==> src/source/cache_config.svh <==
`ifndef CACHE_CONFIG_SVH
`define CACHE_CONFIG_SVH

// Processor port widths
`define CACHE_ADDR_WIDTH 32
`define CACHE_DATA_WIDTH 32
`define CACHE_STRB_WIDTH (`CACHE_DATA_WIDTH / 8)

// Direct-mapped geometry with one word per line
`define CACHE_NUM_SETS 4
`define CACHE_OFFSET_BITS 2
`define CACHE_INDEX_BITS ($clog2(`CACHE_NUM_SETS))
`define CACHE_TAG_BITS (`CACHE_ADDR_WIDTH - `CACHE_INDEX_BITS - `CACHE_OFFSET_BITS)

// Backing memory depth, higher address bits alias
`define MEM_NUM_WORDS 256
`define MEM_INDEX_BITS ($clog2(`MEM_NUM_WORDS))

`endif

==> src/source/cache_pkg.sv <==
package cache_pkg;

`include "cache_config.svh"

  // Byte address and data word
  typedef logic [`CACHE_ADDR_WIDTH-1:0] addr_t;
  typedef logic [`CACHE_DATA_WIDTH-1:0] data_t;

  // One enable per data byte
  typedef logic [`CACHE_STRB_WIDTH-1:0] strb_t;

  // Address fields above the byte offset
  typedef logic [`CACHE_INDEX_BITS-1:0] index_t;
  typedef logic [`CACHE_TAG_BITS-1:0] tag_t;

  // Controller states
  typedef enum logic [1:0] {
    available,
    await_writeback,
    await_fill,
    await_proc_ready
  } cache_state_e;

endpackage

==> src/source/cache_store.sv <==
`timescale 1ns/1ns
`include "cache_config.svh"

module cache_store (
  input  logic             ACLK,
  input  logic             ARESETn,
  input  cache_pkg::addr_t lookup_addr,
  output logic             hit,
  output cache_pkg::data_t line_data,
  output logic             victim_dirty,
  output cache_pkg::addr_t victim_addr,
  input  logic             fill_en,
  input  cache_pkg::data_t fill_data,
  input  logic             wr_en,
  input  cache_pkg::data_t wr_data,
  input  cache_pkg::strb_t wr_strb
);

  // Per-set line storage
  cache_pkg::data_t data_q [`CACHE_NUM_SETS];
  cache_pkg::tag_t  tag_q  [`CACHE_NUM_SETS];
  logic [`CACHE_NUM_SETS-1:0] valid_q;
  logic [`CACHE_NUM_SETS-1:0] dirty_q;

  cache_pkg::index_t idx;
  cache_pkg::tag_t   lookup_tag;

  assign idx        = lookup_addr[`CACHE_OFFSET_BITS +: `CACHE_INDEX_BITS];
  assign lookup_tag = lookup_addr[`CACHE_ADDR_WIDTH-1 -: `CACHE_TAG_BITS];

  assign hit       = valid_q[idx] && (tag_q[idx] == lookup_tag);
  assign line_data = data_q[idx];

  // Resident line of the indexed set, as a writeback candidate
  assign victim_dirty = valid_q[idx] && dirty_q[idx];
  assign victim_addr  = {tag_q[idx], idx, {`CACHE_OFFSET_BITS{1'b0}}};

  always_ff @(posedge ACLK) begin
    if (!ARESETn) begin
      valid_q <= '0;
      dirty_q <= '0;
    end else if (fill_en) begin
      valid_q[idx] <= 1'b1;
      dirty_q[idx] <= 1'b0;
    end else if (wr_en) begin
      dirty_q[idx] <= 1'b1;
    end
  end

  always_ff @(posedge ACLK) begin
    if (fill_en) begin
      data_q[idx] <= fill_data;
      tag_q[idx]  <= lookup_tag;
    end else if (wr_en) begin
      // Merge only the enabled bytes
      for (int i = 0; i < `CACHE_STRB_WIDTH; i++) begin
        if (wr_strb[i]) begin
          data_q[idx][8*i +: 8] <= wr_data[8*i +: 8];
        end
      end
    end
  end

  // Fill and byte merge are issued in separate cycles by the controller
  a_fill_wr_exclusive: assert property (@(posedge ACLK) disable iff (!ARESETn)
    !(fill_en && wr_en));

endmodule

==> config.mk <==
export PLATFORM = sky130hd
export DESIGN_NAME = cache_store
export DESIGN_NICKNAME = d
export VERILOG_FILES = /design/src/source/cache_pkg.sv /design/src/source/cache_store.sv
export VERILOG_INCLUDE_DIRS = /design/src /design/src/source
export SDC_FILE = /design/constraint.sdc
export NUM_CORES = 1
export LEC_CHECK = 0
export ABC_CLOCK_PERIOD_IN_PS = 6670
export BUFFER_PORTS_ARGS = -buffer_cell sky130_fd_sc_hd__buf_4
export CORE_MARGIN = 2
export CORE_UTILIZATION = 40
export CTS_CLUSTER_DIAMETER = 80
export DETAILED_ROUTE_END_ITERATION = 8
export GPL_TIMING_DRIVEN = 0
export PLACE_DENSITY_LB_ADDON = 0.08
export SYNTH_ARGS = -nofsm -noshare
export SYNTH_HDL_FRONTEND = slang
export SYNTH_SLANG_ARGS = --single-unit
==> constraint.sdc <==
create_clock -name ACLK -period 6.67 [get_ports ACLK]
set_clock_uncertainty 0.1 [all_clocks]
set_input_delay 0.3335 -clock ACLK [delete_from_list [all_inputs] [get_ports ACLK]]
set_output_delay 0.3335 -clock ACLK [all_outputs]
set_load 0.01 [all_outputs]
==> run_results.csv <==
group,metric,value,unit
pwr,p_leak,4.56,nW
worst_setup_path,slowest_stage,"clkbuf_1",
pwr,p_int,2.89,mW
cts,cts_setup_buffers,0,
timing,setup_viol,0,
synth,syn_avg_cell_area,20.3,µm²
synth,ys_types,44,
worst_setup_path,crit_required,6.24,ns
die,core,24500,µm²
cts,htreeDepth,1,
min_path,hold_depth,2,
cts,clock-root-buffer,"clkbuf_16",
pwr,switching_share,20.8,%
die,die_h,162,µm
cts,cts_tree,"done",
timing,period_share,48.2,%
finish,final_util,52.4,%
timing,hold_violations,0,
routing,drc_errors,0,
pwr,p_per_area,285,nW/µm²
cts,cts_resized,0,
run,cap_violations,0,
die,row_count,57,
global_routing,overflow,0,
worst_setup_path,worst-path-buf-inv,3,
timing,fmax,0.311,GHz
pwr,finalPower,3.65,mW
timing,grt_setup_unrepaired,"no",
die,ioPinCount,170,
pwr,power_frac_clock,39.7,%
worst_setup_path,cp_top_family,"buffers and inverters",
cts,clkSinkCount,248,
pwr,vdd_drop_max,0.201,mV
synth,async_flop_share,0,%
place,pre_cts_ws,3.36,ns
global_routing,grt_pass1_vias,5838,
min_path,min-delay-start,"wr_data[26]",
global_routing,grtUsageTotal,16.2,%
min_path,min_to,"data_q[0][26]",
worst_setup_path,worstPathMaxFanout,10,
timing,final_max_slew_viol_count,0,
global_routing,grt_max_degree,31,
synth,yosysMostFrequentCell,"edfxtp_1",
routing,drtAntennaViolNets,0,
routing,wl_per_cell,20.1,µm
synth,synthTopCellsByCount,"edfxtp_1 (240), mux4_2 (52), mux2_1 (28), mux2i_1 (25)",
synth,synth_fa_ha_area_share,0,%
die,initial_core_util,41.0,%
cts,clk_pin_slew,0.05,ns
worst_setup_path,worst_path_largest_cell_delay,0.55,ns
timing,min_period,3.22,ns
min_path,hp-class,"in -> reg",
pwr,power.share.sequential,50.1,%
cts,cts_buffers,27,
worst_setup_path,critPathKind,"in -> out",
cts,clockBufferDepth,3,
routing,viasPerCell,5.06,
place,gp_congestion,0.757,
finish,area_delta_synth_final,27.8,%
routing,drtPass1Iterations,4,
worst_setup_path,end_kind,"output port",
worst_setup_path,worstSetupStartpointType,"input port",
synth,ys_ff_latch,248,
run_status,status,"complete, no violations",
finish,layout.nets,819,
synth,synth_cells,494,
synth,ys.warnings.count,0,
cts,cts-hold-fix-buffers,29,
die,fp.dieW,162,µm
synth,synth_area,10000,µm²
place,port_buffers,161,
cts,clk_latency,0.51,ns
synth,yosysSeqAreaShare,73.4,%
synth,synth_mux_area_share,18.2,%
timing,worst_slack,3.45,ns
timing,worst_slew_pin_slew,1.31,ns
synth,synth_top_family_by_area,"multiplexers",
worst_setup_path,crit_chain,"clkbuf_1 > clkbuf_1 > mux4_2 > xnor2_1 > nand4_1 > nor4_1 > o2111a_1 > buf_4",
finish,drive_gt1_share,38.1,%
die,die_area,26400,µm²
worst_setup_path,crit_top_cell,"clkbuf_1",
routing,wirelength,21200,µm
synth,yosys.area_share.simple,2.33,%
routing,vias,5351,
synth,yosys.area.top_type,"edfxtp_1",
global_routing,grt_pass1_wl,32600,µm
synth,synth_xor_area_share,2.27,%
worst_setup_path,cp.arrival,2.78,ns
timing,relSlewSlack,12.1,%
finish,diodes,0,
worst_setup_path,rrSetupSlack,5.86,ns
pwr,p_switching,0.758,mW
routing,drt_iter0_drc,231,
pwr,power_frac_comb,10.2,%
synth,synth-edff-count,240,
synth,ys.flop_type,"edfxtp_1",
global_routing,antenna_found_initial,0,
synth,synth_compound_area_share,2.01,%
place,hpwl,14200,µm
timing,tns,0,ns
synth,synth_top_area_share,71.8,%
worst_setup_path,reg2regPathDepth,2,
synth,netlist_top_cells_area,"edfxtp_1 (72%), mux4_2 (12%), mux2_1 (3.1%)",
## registers in the layout (all words and copies together) (netlist names), named ones only
| name | count |
|---|---|
| data_q | 128 |
| tag_q | 112 |
| valid_q | 4 |
## stage by stage
step | std cells | area (µm²) | hold WS, ns
floorplan | 495 | 10000 | 0.332
global placement | 980 | 11700 | 0.345
detailed placement | 981 | 11700 | 0.354
CTS | 1057 | 12800 | 0.0556
global route | 1057 | 12800 | 0.0700
finish | 1057 | 12800 | 0.0705
## per-layer routing
layer  wire length (µm)  share of wire (%)  GRT usage, %  up-vias
met4                323                1.5          3.78        0
met3               1210                5.7          3.00       27
met5                  0                  0             0        -
met1               8870                 42          21.0     2710
met2              10800                 51          28.7      155
li1                   -                  -             -     2459
## area by class of cell
cell class | count | area, µm²
plain buffers | 25 | 156
clock buffers | 33 | 698
clock inverters | 14 | 170
fillers | 2006 | 11600
inverters | 5 | 18.8
multi-input cells | 217 | 2500
flip-flops and latches | 248 | 7370
well taps | 324 | 405
repair buffers | 191 | 1510
## power by group through the flow
stage | Combinational (mW) | Sequential [mW] | Clock (mW)
3_3_place_gp | 0.358 | 1.86 | 0
2_1_floorplan | 0.193 | 1.85 | 0
5_1_grt | 0.403 | 1.84 | 1.56
3_5_place_dp | 0.365 | 1.86 | 0
6_report | 0.371 | 1.83 | 1.45
4_1_cts | 0.380 | 1.83 | 1.49
## worst reg2reg max path, delay by kind of cell, from the launching register on
family             cells  cell delay [ns]
DFF                    1             0.33
AOI/OAI and AO/OA      1             0.05
and+or+nand+nor        1             0.24
## cell families (layout without fill, tap and decap cells)
family | count (synthesis) | in the layout
other | 1 | 2
buffers and inverters | 30 | 268
xor gates and xnor gates | 26 | 26
muxes | 113 | 113
AOI/OAI and AO/OA | 29 | 29
and+or+nand+nor | 47 | 47
DFF | 248 | 248
## worst max-delay path by stage
stage                         from      endpoint  slack [ns]  cells past startpoint
global route        lookup_addr[3]           hit        3.26                      8
floorplan           lookup_addr[2]   tag_q[1][0]        4.17                      5
finish              lookup_addr[3]           hit        3.45                      8
CTS                 lookup_addr[3]           hit        3.36                      8
detailed placement  lookup_addr[3]           hit        3.36                      8
global placement    lookup_addr[2]  tag_q[3][21]        3.22                      5
## placed cells by master, fill, tap and decap left out, types with 9 or more instances in the layout
cell           Yosys  layout
nand2_1            9       9
xor2_1            12      12
xnor2_1           14      14
buf_4              5     167
clkbuf_16          0      27
clkbuf_1           8      14
dlygate4sd3_1      0      29
mux2i_1           25      25
mux2_1            28      28
mux4_2            52      52
edfxtp_1         240     240
nor2_1            14      14
Note: power is estimated with default switching activity, not from simulation.
