<file path="src/source/cache_config.svh">
`ifndef CACHE_CONFIG_SVH
`define CACHE_CONFIG_SVH

// Processor port widths
`define CACHE_ADDR_WIDTH 32
`define CACHE_DATA_WIDTH 32
`define CACHE_STRB_WIDTH (`CACHE_DATA_WIDTH / 8)

// Direct-mapped geometry with one word per line
`define CACHE_NUM_SETS 4
`define CACHE_OFFSET_BITS 2
`define CACHE_INDEX_BITS ($clog2(`CACHE_NUM_SETS))
`define CACHE_TAG_BITS (`CACHE_ADDR_WIDTH - `CACHE_INDEX_BITS - `CACHE_OFFSET_BITS)

// Backing memory depth, higher address bits alias
`define MEM_NUM_WORDS 256
`define MEM_INDEX_BITS ($clog2(`MEM_NUM_WORDS))

`endif

</file>
<file path="src/source/cache_pkg.sv">
package cache_pkg;

`include "cache_config.svh"

  // Byte address and data word
  typedef logic [`CACHE_ADDR_WIDTH-1:0] addr_t;
  typedef logic [`CACHE_DATA_WIDTH-1:0] data_t;

  // One enable per data byte
  typedef logic [`CACHE_STRB_WIDTH-1:0] strb_t;

  // Address fields above the byte offset
  typedef logic [`CACHE_INDEX_BITS-1:0] index_t;
  typedef logic [`CACHE_TAG_BITS-1:0] tag_t;

  // Controller states
  typedef enum logic [1:0] {
    available,
    await_writeback,
    await_fill,
    await_proc_ready
  } cache_state_e;

endpackage

</file>
<file path="src/source/cache_ctrl.sv">
`timescale 1ns/1ns
`include "cache_config.svh"

module cache_ctrl (
  input  logic             ACLK,
  input  logic             ARESETn,
  // Processor port
  input  logic             ar_valid,
  output logic             ar_ready,
  input  cache_pkg::addr_t ar_addr,
  output logic             r_valid,
  input  logic             r_ready,
  output cache_pkg::data_t r_data,
  input  logic             aw_valid,
  output logic             aw_ready,
  input  cache_pkg::addr_t aw_addr,
  input  logic             w_valid,
  output logic             w_ready,
  input  cache_pkg::data_t w_data,
  input  cache_pkg::strb_t w_strb,
  output logic             b_valid,
  input  logic             b_ready,
  // Line store
  output cache_pkg::addr_t lookup_addr,
  input  logic             hit,
  input  cache_pkg::data_t line_data,
  input  logic             victim_dirty,
  input  cache_pkg::addr_t victim_addr,
  output logic             fill_en,
  output cache_pkg::data_t fill_data,
  output logic             wr_en,
  output cache_pkg::data_t wr_data,
  output cache_pkg::strb_t wr_strb,
  // Backing memory
  output logic             mem_ar_valid,
  input  logic             mem_ar_ready,
  output cache_pkg::addr_t mem_ar_addr,
  input  logic             mem_r_valid,
  input  cache_pkg::data_t mem_r_data,
  output logic             mem_aw_valid,
  input  logic             mem_aw_ready,
  output cache_pkg::addr_t mem_aw_addr,
  output cache_pkg::data_t mem_w_data,
  input  logic             mem_b_valid
);

  cache_pkg::cache_state_e state_q;
  cache_pkg::cache_state_e state_d;

  // Latched miss request
  cache_pkg::addr_t miss_addr;
  logic             miss_is_read;
  cache_pkg::data_t miss_wdata;
  cache_pkg::strb_t miss_wstrb;

  logic idle;
  logic in_fill;
  logic rd_req;
  logic wr_req;
  logic miss_start;
  logic wb_done;
  logic issue_fill;
  logic rd_done;

  assign idle     = (state_q == cache_pkg::available);
  assign in_fill  = (state_q == cache_pkg::await_fill);
  assign ar_ready = idle;
  assign aw_ready = idle;
  assign w_ready  = idle;

  assign rd_req = ar_valid && ar_ready;
  assign wr_req = aw_valid && aw_ready && w_valid && w_ready;

  // Lookup follows the incoming request while idle, the latched miss otherwise
  always_comb begin
    if (!idle)
      lookup_addr = miss_addr;
    else if (ar_valid)
      lookup_addr = ar_addr;
    else
      lookup_addr = aw_addr;
  end

  assign miss_start = idle && (rd_req || wr_req) && !hit;
  assign wb_done    = (state_q == cache_pkg::await_writeback) && mem_b_valid;
  // Clean victim goes straight to the fill
  assign issue_fill = (miss_start && !victim_dirty) || wb_done;

  assign fill_en   = in_fill && mem_r_valid;
  assign fill_data = mem_r_data;
  assign rd_done   = (idle && rd_req && hit) || (fill_en && miss_is_read);

  // A write miss merges one cycle after its fill, when the new line hits
  assign wr_en   = (idle && wr_req && hit) ||
                   (in_fill && !mem_r_valid && !miss_is_read && hit);
  assign wr_data = idle ? w_data : miss_wdata;
  assign wr_strb = idle ? w_strb : miss_wstrb;

  always_comb begin
    state_d = state_q;
    case (state_q)
      cache_pkg::available: begin
        if (miss_start)
          state_d = victim_dirty ? cache_pkg::await_writeback : cache_pkg::await_fill;
        else if (rd_req || wr_req)
          state_d = cache_pkg::await_proc_ready;
      end
      cache_pkg::await_writeback: begin
        if (wb_done)
          state_d = cache_pkg::await_fill;
      end
      cache_pkg::await_fill: begin
        if (rd_done || wr_en)
          state_d = cache_pkg::await_proc_ready;
      end
      cache_pkg::await_proc_ready: begin
        // Held here until the processor takes the response
        if ((r_valid && r_ready) || (b_valid && b_ready))
          state_d = cache_pkg::available;
      end
      default: state_d = cache_pkg::available;
    endcase
  end

  always_ff @(posedge ACLK) begin
    if (!ARESETn) begin
      state_q      <= cache_pkg::available;
      r_valid      <= 1'b0;
      b_valid      <= 1'b0;
      mem_ar_valid <= 1'b0;
      mem_aw_valid <= 1'b0;
      miss_is_read <= 1'b0;
    end else begin
      state_q <= state_d;
      if (rd_done)
        r_valid <= 1'b1;
      else if (r_ready)
        r_valid <= 1'b0;
      if (wr_en)
        b_valid <= 1'b1;
      else if (b_ready)
        b_valid <= 1'b0;
      if (issue_fill)
        mem_ar_valid <= 1'b1;
      else if (mem_ar_ready)
        mem_ar_valid <= 1'b0;
      if (miss_start && victim_dirty)
        mem_aw_valid <= 1'b1;
      else if (mem_aw_ready)
        mem_aw_valid <= 1'b0;
      if (miss_start)
        miss_is_read <= rd_req;
    end
  end

  always_ff @(posedge ACLK) begin
    if (rd_done)
      r_data <= idle ? line_data : mem_r_data;
    if (miss_start) begin
      miss_addr  <= lookup_addr;
      miss_wdata <= w_data;
      miss_wstrb <= w_strb;
    end
    // Victim leaves as a full word
    if (miss_start && victim_dirty) begin
      mem_aw_addr <= victim_addr;
      mem_w_data  <= line_data;
    end
    if (issue_fill)
      mem_ar_addr <= lookup_addr;
  end

  a_single_request: assert property (@(posedge ACLK) disable iff (!ARESETn)
    !(ar_valid && (aw_valid || w_valid)));

  a_ar_aligned: assert property (@(posedge ACLK) disable iff (!ARESETn)
    ar_valid |-> (ar_addr[`CACHE_OFFSET_BITS-1:0] == '0));

  a_aw_aligned: assert property (@(posedge ACLK) disable iff (!ARESETn)
    aw_valid |-> (aw_addr[`CACHE_OFFSET_BITS-1:0] == '0));

endmodule

</file>
<file path="config.mk">
export PLATFORM = sky130hd
export DESIGN_NAME = cache_ctrl
export DESIGN_NICKNAME = d
export VERILOG_FILES = /design/src/source/cache_pkg.sv /design/src/source/cache_ctrl.sv
export VERILOG_INCLUDE_DIRS = /design/src /design/src/source
export SDC_FILE = /design/constraint.sdc
export NUM_CORES = 1
export LEC_CHECK = 0
export BUFFER_PORTS_ARGS = -buffer_cell sky130_fd_sc_hd__buf_4
export CAP_MARGIN = 30
export CORE_ASPECT_RATIO = 0.75
export CORE_MARGIN = 2
export CORE_UTILIZATION = 30
export CTS_CLUSTER_DIAMETER = 200
export CTS_CLUSTER_SIZE = 30
export DETAILED_ROUTE_END_ITERATION = 12
export GPL_ROUTABILITY_DRIVEN = 0
export GPL_TIMING_DRIVEN = 0
export RECOVER_POWER = 50
export SLEW_MARGIN = 0
export SYNTH_ARGS = -nofsm -noshare
export SYNTH_HDL_FRONTEND = slang
export SYNTH_SLANG_ARGS = --single-unit
</file>
<file path="constraint.sdc">
create_clock -name ACLK -period 4.23 [get_ports ACLK]
set_input_delay 1.0575 -clock ACLK [delete_from_list [all_inputs] [get_ports ACLK]]
set_output_delay 1.0575 -clock ACLK [all_outputs]
set_load 0.03 [all_outputs]
</file>
==> flow_summary_export.csv, run 1 <==
group,metric,value,unit
logic_synthesis,synth_area_per_cell,17.35,sq um
critical_path,cp_slowest_stage_delay,0.44,ns
logic_synthesis,number_of_flops_mapped_to_enable_cells_by_yosys,196,
routing,route.vias.total,5601,
pwr,switching_share,39.39,%
clock_network,clk-insertion-delay-late,0.47,ns
flow_run,maxCapViolations,2,
floorplan,std_cell_rows,52,
run_status,violations,"capacitance limit, slew limit",
routing,drc,0,
critical_path,critical_path.slowest_cell,"clkbuf_1",
pwr,power.density,604.6,nW/um^2
global_routing,antenna_violations_before_repair,0,
pwr,power.share.clock,15.9,%
floorplan,die_area,28360,sq um
logic_synthesis,post-synth-top-area-cell,"edfxtp_1",
critical_path,timing.critical_path.max_delay_family,"buffers and inverters",
global_routing,global_route.overflow_total,0,
timing,maxSlewViolCount,9,
timing,tightest_slew,1.709,ns
floorplan,start_util,30.31,%
pwr,cellLeakagePower,4.521,nW
global_routing,grt_start_max_net_pins,66,
clock_network,clockRootBuffer,"clkbuf_16",
routing,wire_per_inst,18.53,um
critical_path,worstPathBufferInverterCount,5,
routing,routed_wirelength,23710,um
critical_path,register_to_register_setup_slack,0.50,ns
final_layout,seqCellArea,6026,sq um
routing,route.detailed.vias_per_inst,4.379,
timing,slew_headroom,-15.12,%
timing,setup_ws,0.3958,ns
critical_path,timing_worst_setup_path_type,"flop to output port",
timing,max_clock_freq,260.8,MHz
timing,tns,0,ns
routing,ant_nets,0,
floorplan,core,26740,sq um
routing,detailedRoute.firstIterationViolations,262,
clock_network,tritoncts,"built",
critical_path,timing.critical_path.from_type,"flop",
timing,final_setup_violation_count,0,
final_layout,drive_gt1_share,46.01,%
final_layout,insertedDiodeCount,0,
run_status,outcome,"finished, violations left",
logic_synthesis,post-synth-top-count-cell,"edfxtp_1",
global_routing,grt_first_pass_wirelength,34620,um
critical_path,timing.critical_path.cells,"inv_1, ha_1, buf_4, buf_2, clkbuf_1, a21oi_1, buf_4",
final_layout,finish.utilization,43.51,%
critical_path,critPathArrivalTime,2.78,ns
final_layout,flow.area_growth_from_synthesis,43.57,%
clock_network,clkSlewWorstSetupHoldPaths,0.12,ns
floorplan,die-width,193.8,um
clock_network,tritoncts.num_buffers,10,
routing,drt_first_pass_iters,4,
timing,final.period_utilization,90.64,%
timing,whs,0.5092,ns
clock_network,postCtsHoldBufs,0,
logic_synthesis,synth_async_sr_flop_share,0,%
clock_network,post_cts.resized_instances,0,
logic_synthesis,dominantRegCellSynth,"edfxtp_1",
logic_synthesis,synth.cell_area,8104,sq um
placement,placement.setup.worst_slack,0.9328,ns
final_layout,multi_input_comb_area,1672,sq um
logic_synthesis,netlist_instances,467,
hold_path,hold_path_class,"flop to flop",
logic_synthesis,synth.lib_cells_used.distinct,31,
critical_path,cp_endpoint_kind,"output port",
pwr,internal-power,4.264,mW
logic_synthesis,netlist_top_cells_area,"edfxtp_1 73%, mux2_2 9.4%, mux2i_1 4.2%",
logic_synthesis,synth_largest_type_area_fraction,72.63,%
final_layout,final_net_count,1138,
global_routing,grt.total_usage,15.75,%
timing,clk_skew,0.01348,ns
critical_path,timing.critical_path.mode_cell,"buf_4",
placement,portBuffers,443,
global_routing,grt_pass1_vias,5602,
final_layout,fill_cells,2558,
clock_network,cts-root-to-sink-buffers,3,
pwr,switching_power,2.770,mW
logic_synthesis,synth-seq-area-share,74.36,%
clock_network,post-cts-setup-buffer-count,0,
critical_path,worst-path-max-fanout,10,
critical_path,critical_path_required,3.17,ns
clock_network,ctsHtreeMaxLevel,1,
pwr,pwr-share-comb,44.7,%
timing,period_needed,3.834,ns
pwr,irDropWorstVdd,0.3413,mV
logic_synthesis,synthesis.yosys.warnings,0,
timing,rsz0062_at_grt,"false",
logic_synthesis,ys_ff_latch,203,
logic_synthesis,synth_commonest_cells,"196 x edfxtp_1, 68 x mux2_2, 37 x buf_4",
pwr,seq_power_share,39.5,%
timing,timing.final.hold_violations,0,
placement,dp_hpwl,18110,um
clock_network,cts.sinks,203,
floorplan,ioPinCount,446,
logic_synthesis,synthesis.nets,681,
floorplan,die_y,146.3,um
final cells by class:
class,instances,area share [%]
repair buffers,445,24.25
flip-flops and latches,203,51.79
clock inverters,1,0.07528
clock buffers,15,2.495
well taps,351,3.775
inverters,4,0.1398
plain buffers,54,3.108
multi-input cells,206,14.37
flip-flops by register name (all words and copies together), names as in the netlist, 2 cells and up:
signal	flops
r_data	32
mem_aw_addr	32
state_q	2
miss_addr	32
miss_wdata	32
mem_w_data	32
mem_ar_addr	32
miss_wstrb	4
worst reg2reg max path, stage by stage (launching register included):
cell and delay, ns:
dfxtp_1 0.40, inv_1 0.10, ha_1 0.31, buf_4 0.24, nand3b_1 0.19, clkinvlp_2 1.14
and2_4 0.93
logic make-up after synthesis:
kind of cell             Yosys count  share of synthesized area [%]
flip-flops                       203                          74.36
multiplexers                     102                          13.65
buffers and inverters             58                          4.724
AND/OR/NAND/NOR                   53                          3.026
AO/OA/AOI/OAI                     46                          3.474
adder cells (fa/ha/maj)            5                         0.7720
through the flow:
step,cell area (sq um),instances,total power [mW]
CTS,12230,1279,7.302
global placement,11870,1261,6.142
detailed placement,11930,1263,6.174
finish,11630,1279,7.034
global route,11630,1279,7.376
floorplan,8104,467,4.852
final timing paths:
path	end	cells past startpoint	from
setup / recovery	lookup_addr[14]	7	state_q[0]
hold / removal	state_q[1]	2	state_q[1]
setup reg to reg	mem_w_data[7]	6	state_q[0]
hold reg to reg	state_q[1]	2	state_q[1]
power groups by stage:
stage | logic (mW) | clock network, mW | registers [mW]
5_1_grt | 3.34 | 1.23 | 2.81
2_1_floorplan | 1.69 | 0 | 3.17
4_1_cts | 3.36 | 1.16 | 2.78
3_5_place_dp | 3.35 | 0 | 2.82
3_3_place_gp | 3.31 | 0 | 2.83
6_report | 3.14 | 1.12 | 2.78
placed cells by master (no fill, tap or decap), types with 2 or more instances in the layout:
master / n
o21ai_0: 2
buf_4: 248
edfxtp_1: 196
dfxtp_1: 7
ha_1: 5
clkbuf_1: 156
mux2_1: 4
mux2_2: 64
clkbuf_4: 85
nor2_1: 32
nand2_1: 7
o21a_1: 4
clkbuf_16: 11
a21oi_1: 33
nor2b_1: 6
buf_2: 10
mux2i_1: 34
inv_1: 3
nand3_1: 2
layer usage:
| metal | vias up | track usage (%) | part of all wire [%] |
|---|---|---|---|
| li1 | 2633 | - | - |
| met1 | 2715 | 19.98 | 42 |
| met2 | 222 | 26.96 | 49 |
| met3 | 31 | 4.574 | 7.2 |
| met4 | 0 | 3.015 | 2.1 |
| met5 | - | 0 | 0 |
Note: power is estimated with default switching activity, not from simulation.
==> run 2, diff against run 1 <==
PLACE_DENSITY = 0.65   (was default)
==> run 2 against run 1 <==
Sequential power about the same. Via count shrank 0.20%. Non-clock buffer count up 1. Clock skew is 0.013 ns higher. Fmax up 2.5%. Clock-buffer cell count is 2 lower. Final area grew 1.8%. First-iteration DRC count fell by 37%. Sequential share of layout area fell by 0.92 points. The flow still finishes with violations (capacitance limit, slew limit).
==> flow_summary_export.csv, run 2 (same netlist as run 1, synthesis figures left out) <==
group,metric,value,unit
placement,dp.cells,1264,
critical_path,critical_path_required,3.17,ns
floorplan,core,26740,sq um
timing,clk_skew,0.02608,ns
hold_path,hold_path_class,"flop to flop",
final_layout,drive_gt1_share,52.75,%
pwr,irDropWorstVdd,0.3622,mV
clock_network,post-cts-setup-buffer-count,0,
pwr,power.density,597.4,nW/um^2
clock_network,tritoncts,"built",
clock_network,ctsHtreeMaxLevel,1,
pwr,seq_power_share,39.3,%
critical_path,register_to_register_setup_slack,0.52,ns
final_layout,flow.area_growth_from_synthesis,46.18,%
pwr,pwr-share-comb,45.2,%
timing,max_clock_freq,267.5,MHz
floorplan,start_util,30.31,%
floorplan,ioPinCount,446,
routing,detailedRoute.firstIterationViolations,164,
critical_path,critPathArrivalTime,2.68,ns
timing,maxSlewViolCount,33,
timing,tightest_slew,2.041,ns
pwr,switching_power,2.750,mW
global_routing,grt_pass1_vias,5733,
pwr,internal-power,4.327,mW
floorplan,die_area,28360,sq um
final_layout,layout_commonest_cell,"buf_4",
critical_path,timing.critical_path.mode_cell,"buf_4",
clock_network,cts.sinks,203,
global_routing,grt_start_max_net_pins,66,
timing,period_needed,3.739,ns
critical_path,cp_slowest_stage_delay,0.47,ns
clock_network,clkSlewWorstSetupHoldPaths,0.12,ns
final_layout,final_cell_count_without_fillers,1279,
pwr,power.total,7.077,mW
run_status,violations,"capacitance limit, slew limit",
clock_network,cts-root-to-sink-buffers,3,
pwr,cellLeakagePower,4.756,nW
routing,route.vias.total,5590,
placement,dp_hpwl,18830,um
timing,rsz0062_at_grt,"false",
routing,wire_per_inst,18.86,um
timing,timing.final.hold_violations,0,
global_routing,antenna_violations_before_repair,1,
timing,final.period_utilization,88.39,%
critical_path,timing_worst_setup_path_type,"flop to output port",
routing,route.detailed.vias_per_inst,4.371,
floorplan,die-width,193.8,um
timing,slew_headroom,-36.08,%
placement,placed_cell_area,11950,sq um
routing,routed_wirelength,24120,um
routing,drt_first_pass_iters,4,
clock_network,clockRootBuffer,"clkbuf_16",
final_layout,finish.utilization,44.30,%
final_layout,final_net_count,1139,
critical_path,cp_endpoint_kind,"output port",
clock_network,postCtsHoldBufs,0,
critical_path,critical_path.slowest_cell,"clkbuf_1",
critical_path,worst-path-max-fanout,10,
critical_path,timing.critical_path.cells,"inv_1, ha_1, buf_4, clkbuf_1, buf_2, a21oi_1, buf_4",
routing,drc,0,
clock_network,post_cts.resized_instances,0,
pwr,switching_share,38.86,%
clock_network,clk-insertion-delay-late,0.48,ns
timing,final_setup_violation_count,0,
floorplan,std_cell_rows,52,
global_routing,global_route.overflow_total,0,
global_routing,grt_first_pass_wirelength,35220,um
global_routing,grt.total_usage,16.12,%
clock_network,tritoncts.num_buffers,10,
routing,ant_nets,0,
floorplan,die_y,146.3,um
final_layout,final_cell_mix,"308 x buf_4, 196 x edfxtp_1, 92 x clkbuf_1",
critical_path,timing.critical_path.from_type,"flop",
placement,portBuffers,443,
flow_run,maxCapViolations,1,
pwr,power.share.clock,15.5,%
run_status,outcome,"finished, violations left",
final_layout,final_area,11850,sq um
-- run 2: path summary, 6_finish.rpt --
path	startpoint	endpoint	depth (start not counted)
max	state_q[0]	lookup_addr[21]	7
max reg2reg	state_q[0]	mem_ar_addr[2]	6
min reg2reg	state_q[0]	state_q[0]	2
min	state_q[0]	state_q[0]	2
-- run 2: area by class of cell --
cell class	count	area (sq um)
fill	2499	14890
sequential	203	6026
multi-input combinational	206	1664
clock inverter	1	8.758
inverter	4	17.52
antenna	1	2.502
buffer	54	362.8
tap	351	439.2
timing repair buffer	446	3043
clock buffer	13	282.8
-- run 2: worst max-delay path, delay by kind of cell (launching register included) --
family	cells	cell delay (ns)
flip-flops	1	0.36
buffers and inverters	5	1.38
adder cells (fa/ha/maj)	1	0.28
AO/OA/AOI/OAI	1	0.17
-- run 2: power groups by stage --
| stage | Combinational, mW | Clock (mW) | Sequential (mW) |
|---|---|---|---|
| after floorplan | 1.69 | 0 | 3.17 |
| after detailed placement | 3.35 | 0 | 2.82 |
| after CTS | 3.36 | 1.15 | 2.78 |
| after global routing | 3.39 | 1.21 | 2.81 |
| final | 3.20 | 1.10 | 2.78 |
| after global placement | 3.30 | 0 | 2.83 |
-- run 2: layer usage --
metal / share of wire [%] / global-route usage [%] / vias up
met3: 8.5 / 5.128 / 14
li1: - / - / 2638
met1: 37 / 18.41 / 2692
met4: 1.5 / 2.634 / 0
met5: 0 / 0 / -
met2: 53 / 29.91 / 246
-- run 2: stage by stage --
step	hold WS [ns]	TNS, ns	setup slack (ns)
2_1_floorplan	0.4709	0	0.9385
3_3_place_gp	0.4901	-2.878	-0.09407
3_5_place_dp	0.4974	0	0.9075
4_1_cts	0.5139	0	0.4521
5_1_grt	0.5360	0	0.2402
6_report	0.5092	0	0.4911
==> run 3, diff against run 2 <==
RECOVER_POWER = 25   (was 50)
==> run 3 against run 2 <==
Die area stayed put. Via count is 0.36% higher. Register-to-register slack better by 0.58 ns. The flow still finishes with violations (capacitance limit, slew limit). Fmax is 2.3% higher. Sequential share of layout area is 1.2 points lower. Clock-buffer cell count stayed put. Clock power hardly changed. First-iteration DRC count is 1.8% higher. Non-clock buffer count stayed put. Critical path type unchanged. Sequential power hardly changed. Final area is 2.4% higher. Critical path depth is 1 higher.
==> flow_summary_export.csv, run 3 (same netlist as run 1, synthesis figures left out) <==
group,metric,value,unit
run_status,outcome,"finished, violations left",
run_status,violations,"capacitance limit, slew limit",
timing,tightest_slew,2.047,ns
global_routing,grt_pass1_vias,5733,
timing,max_clock_freq,273.6,MHz
global_routing,antenna_violations_before_repair,1,
clock_network,cts.sinks,203,
clock_network,tritoncts.num_buffers,10,
timing,whs,0.5093,ns
clock_network,clkSlewWorstSetupHoldPaths,0.12,ns
final_layout,multi_input_comb_area,1664,sq um
timing,setup_ws,0.5756,ns
pwr,irDropWorstVdd,0.3648,mV
routing,wire_per_inst,18.79,um
timing,clk_skew,0.02509,ns
floorplan,die_y,146.3,um
routing,route.vias.total,5610,
clock_network,tritoncts,"built",
floorplan,die_area,28360,sq um
critical_path,timing_worst_setup_path_type,"flop to output port",
final_layout,layout_commonest_cell,"buf_4",
final_layout,final_cell_mix,"380 x buf_4, 196 x edfxtp_1, 87 x clkbuf_4",
pwr,power.density,589.8,nW/um^2
clock_network,postCtsHoldBufs,0,
floorplan,core,26740,sq um
floorplan,die-width,193.8,um
final_layout,flow.area_growth_from_synthesis,49.67,%
critical_path,cp_endpoint_kind,"output port",
flow_run,maxCapViolations,1,
timing,slew_headroom,-36.45,%
final_layout,final_cell_count_without_fillers,1279,
clock_network,post-cts-setup-buffer-count,0,
routing,ant_nets,0,
timing,period_needed,3.654,ns
critical_path,register_to_register_setup_slack,1.10,ns
critical_path,cp-endpoint,"lookup_addr[21]",
final_layout,final_net_count,1139,
routing,routed_wirelength,24040,um
final_layout,fill_cells,2438,
critical_path,timing.rr.end,"r_data[2]",
global_routing,grt_first_pass_wirelength,35220,um
placement,dp.cells,1264,
floorplan,start_util,30.31,%
final_layout,drive_gt1_share,61.27,%
routing,drt_first_pass_iters,4,
timing,maxSlewViolCount,33,
global_routing,grt.total_usage,16.12,%
clock_network,clk-insertion-delay-late,0.48,ns
floorplan,ioPinCount,446,
timing,timing.final.hold_violations,0,
clock_network,cts-root-to-sink-buffers,3,
critical_path,worstRegToRegCells,6,
global_routing,grt_start_max_net_pins,66,
final_layout,seqCellArea,6026,sq um
timing,final_setup_violation_count,0,
routing,detailedRoute.firstIterationViolations,167,
timing,final.period_utilization,86.39,%
hold_path,hold_path_class,"flop to flop",
placement,dp_hpwl,18830,um
placement,placement.setup.worst_slack,0.9075,ns
clock_network,ctsHtreeMaxLevel,1,
global_routing,global_route.overflow_total,0,
clock_network,clockRootBuffer,"clkbuf_16",
routing,route.detailed.vias_per_inst,4.386,
critical_path,worst-path-max-fanout,10,
critical_path,critPathArrivalTime,2.60,ns
critical_path,critical_path_required,3.17,ns
critical_path,worstReg2RegStart,"state_q[0]",
pwr,power.total,7.154,mW
hold_path,hold-path-cell-count,2,
clock_network,post_cts.resized_instances,0,
routing,drc,0,
final_layout,finish.utilization,45.36,%
placement,portBuffers,443,
critical_path,critical_path.startpoint,"state_q[0]",
timing,rsz0062_at_grt,"false",
floorplan,std_cell_rows,52,
critical_path,timing.critical_path.from_type,"flop",
pwr,cellLeakagePower,5.018,nW
hold_path,timing.hold.worst.start,"state_q[0]",
## run 3: cell types whose count changed in the layout (fill, tap and decap cells not counted)
cell and change:
clkbuf_1 -76, buf_4 +72, buf_2 +4, mux2_1 -2, mux2_2 +2, buf_12 +1
dlymetal6s4s_1 -1
## run 3: worst min-delay path by stage
stage                             to
after floorplan           state_q[1]
after global placement    state_q[0]
after detailed placement  state_q[0]
after CTS                 state_q[0]
after global routing      state_q[0]
final                     state_q[0]
## run 3: area by class of cell
cell class,count,share of cell area [%]
Timing Repair Buffer,446,27.38
Clock inverter,1,0.07221
Tap cell,351,3.621
Clock buffer,13,2.331
Inverter,4,0.1444
Sequential cell,203,49.68
Buffer,54,3.033
Multi-Input combinational cell,206,13.72
Antenna cell,1,0.02063
## run 3: metal layers
| layer | wire, um | track usage [%] | vias to the layer above |
|---|---|---|---|
| li1 | - | - | 2637 |
| met1 | 8961 | 18.41 | 2716 |
| met2 | 12700 | 29.91 | 243 |
| met3 | 2013 | 5.128 | 14 |
| met4 | 355 | 2.634 | 0 |
| met5 | 0 | 0 | - |
## run 3: worst max-delay path, stage by stage, from the launching register on
cell	delay, ns
dfxtp_1	0.36
inv_1	0.12
ha_1	0.28
buf_4	0.24
buf_4	0.23
buf_2	0.26
nor2_1	0.09
a21oi_1	0.30
buf_4	0.24
## run 3: power by group
| part | internal [mW] | leakage [nW] | switching [mW] | total (mW) |
|---|---|---|---|---|
| sequential | 2.70 | 1.86 | 0.0865 | 2.78 |
| clock | 0.482 | 0.142 | 0.618 | 1.10 |
| combinational | 1.22 | 3.02 | 2.05 | 3.27 |
## run 3: through the flow
stage	area, sq um	setup TNS (ns)
2_1_floorplan	8104	0
3_3_place_gp	11870	-2.878
3_5_place_dp	11950	0
4_1_cts	12240	0
5_1_grt	12130	0
6_report	12130	0
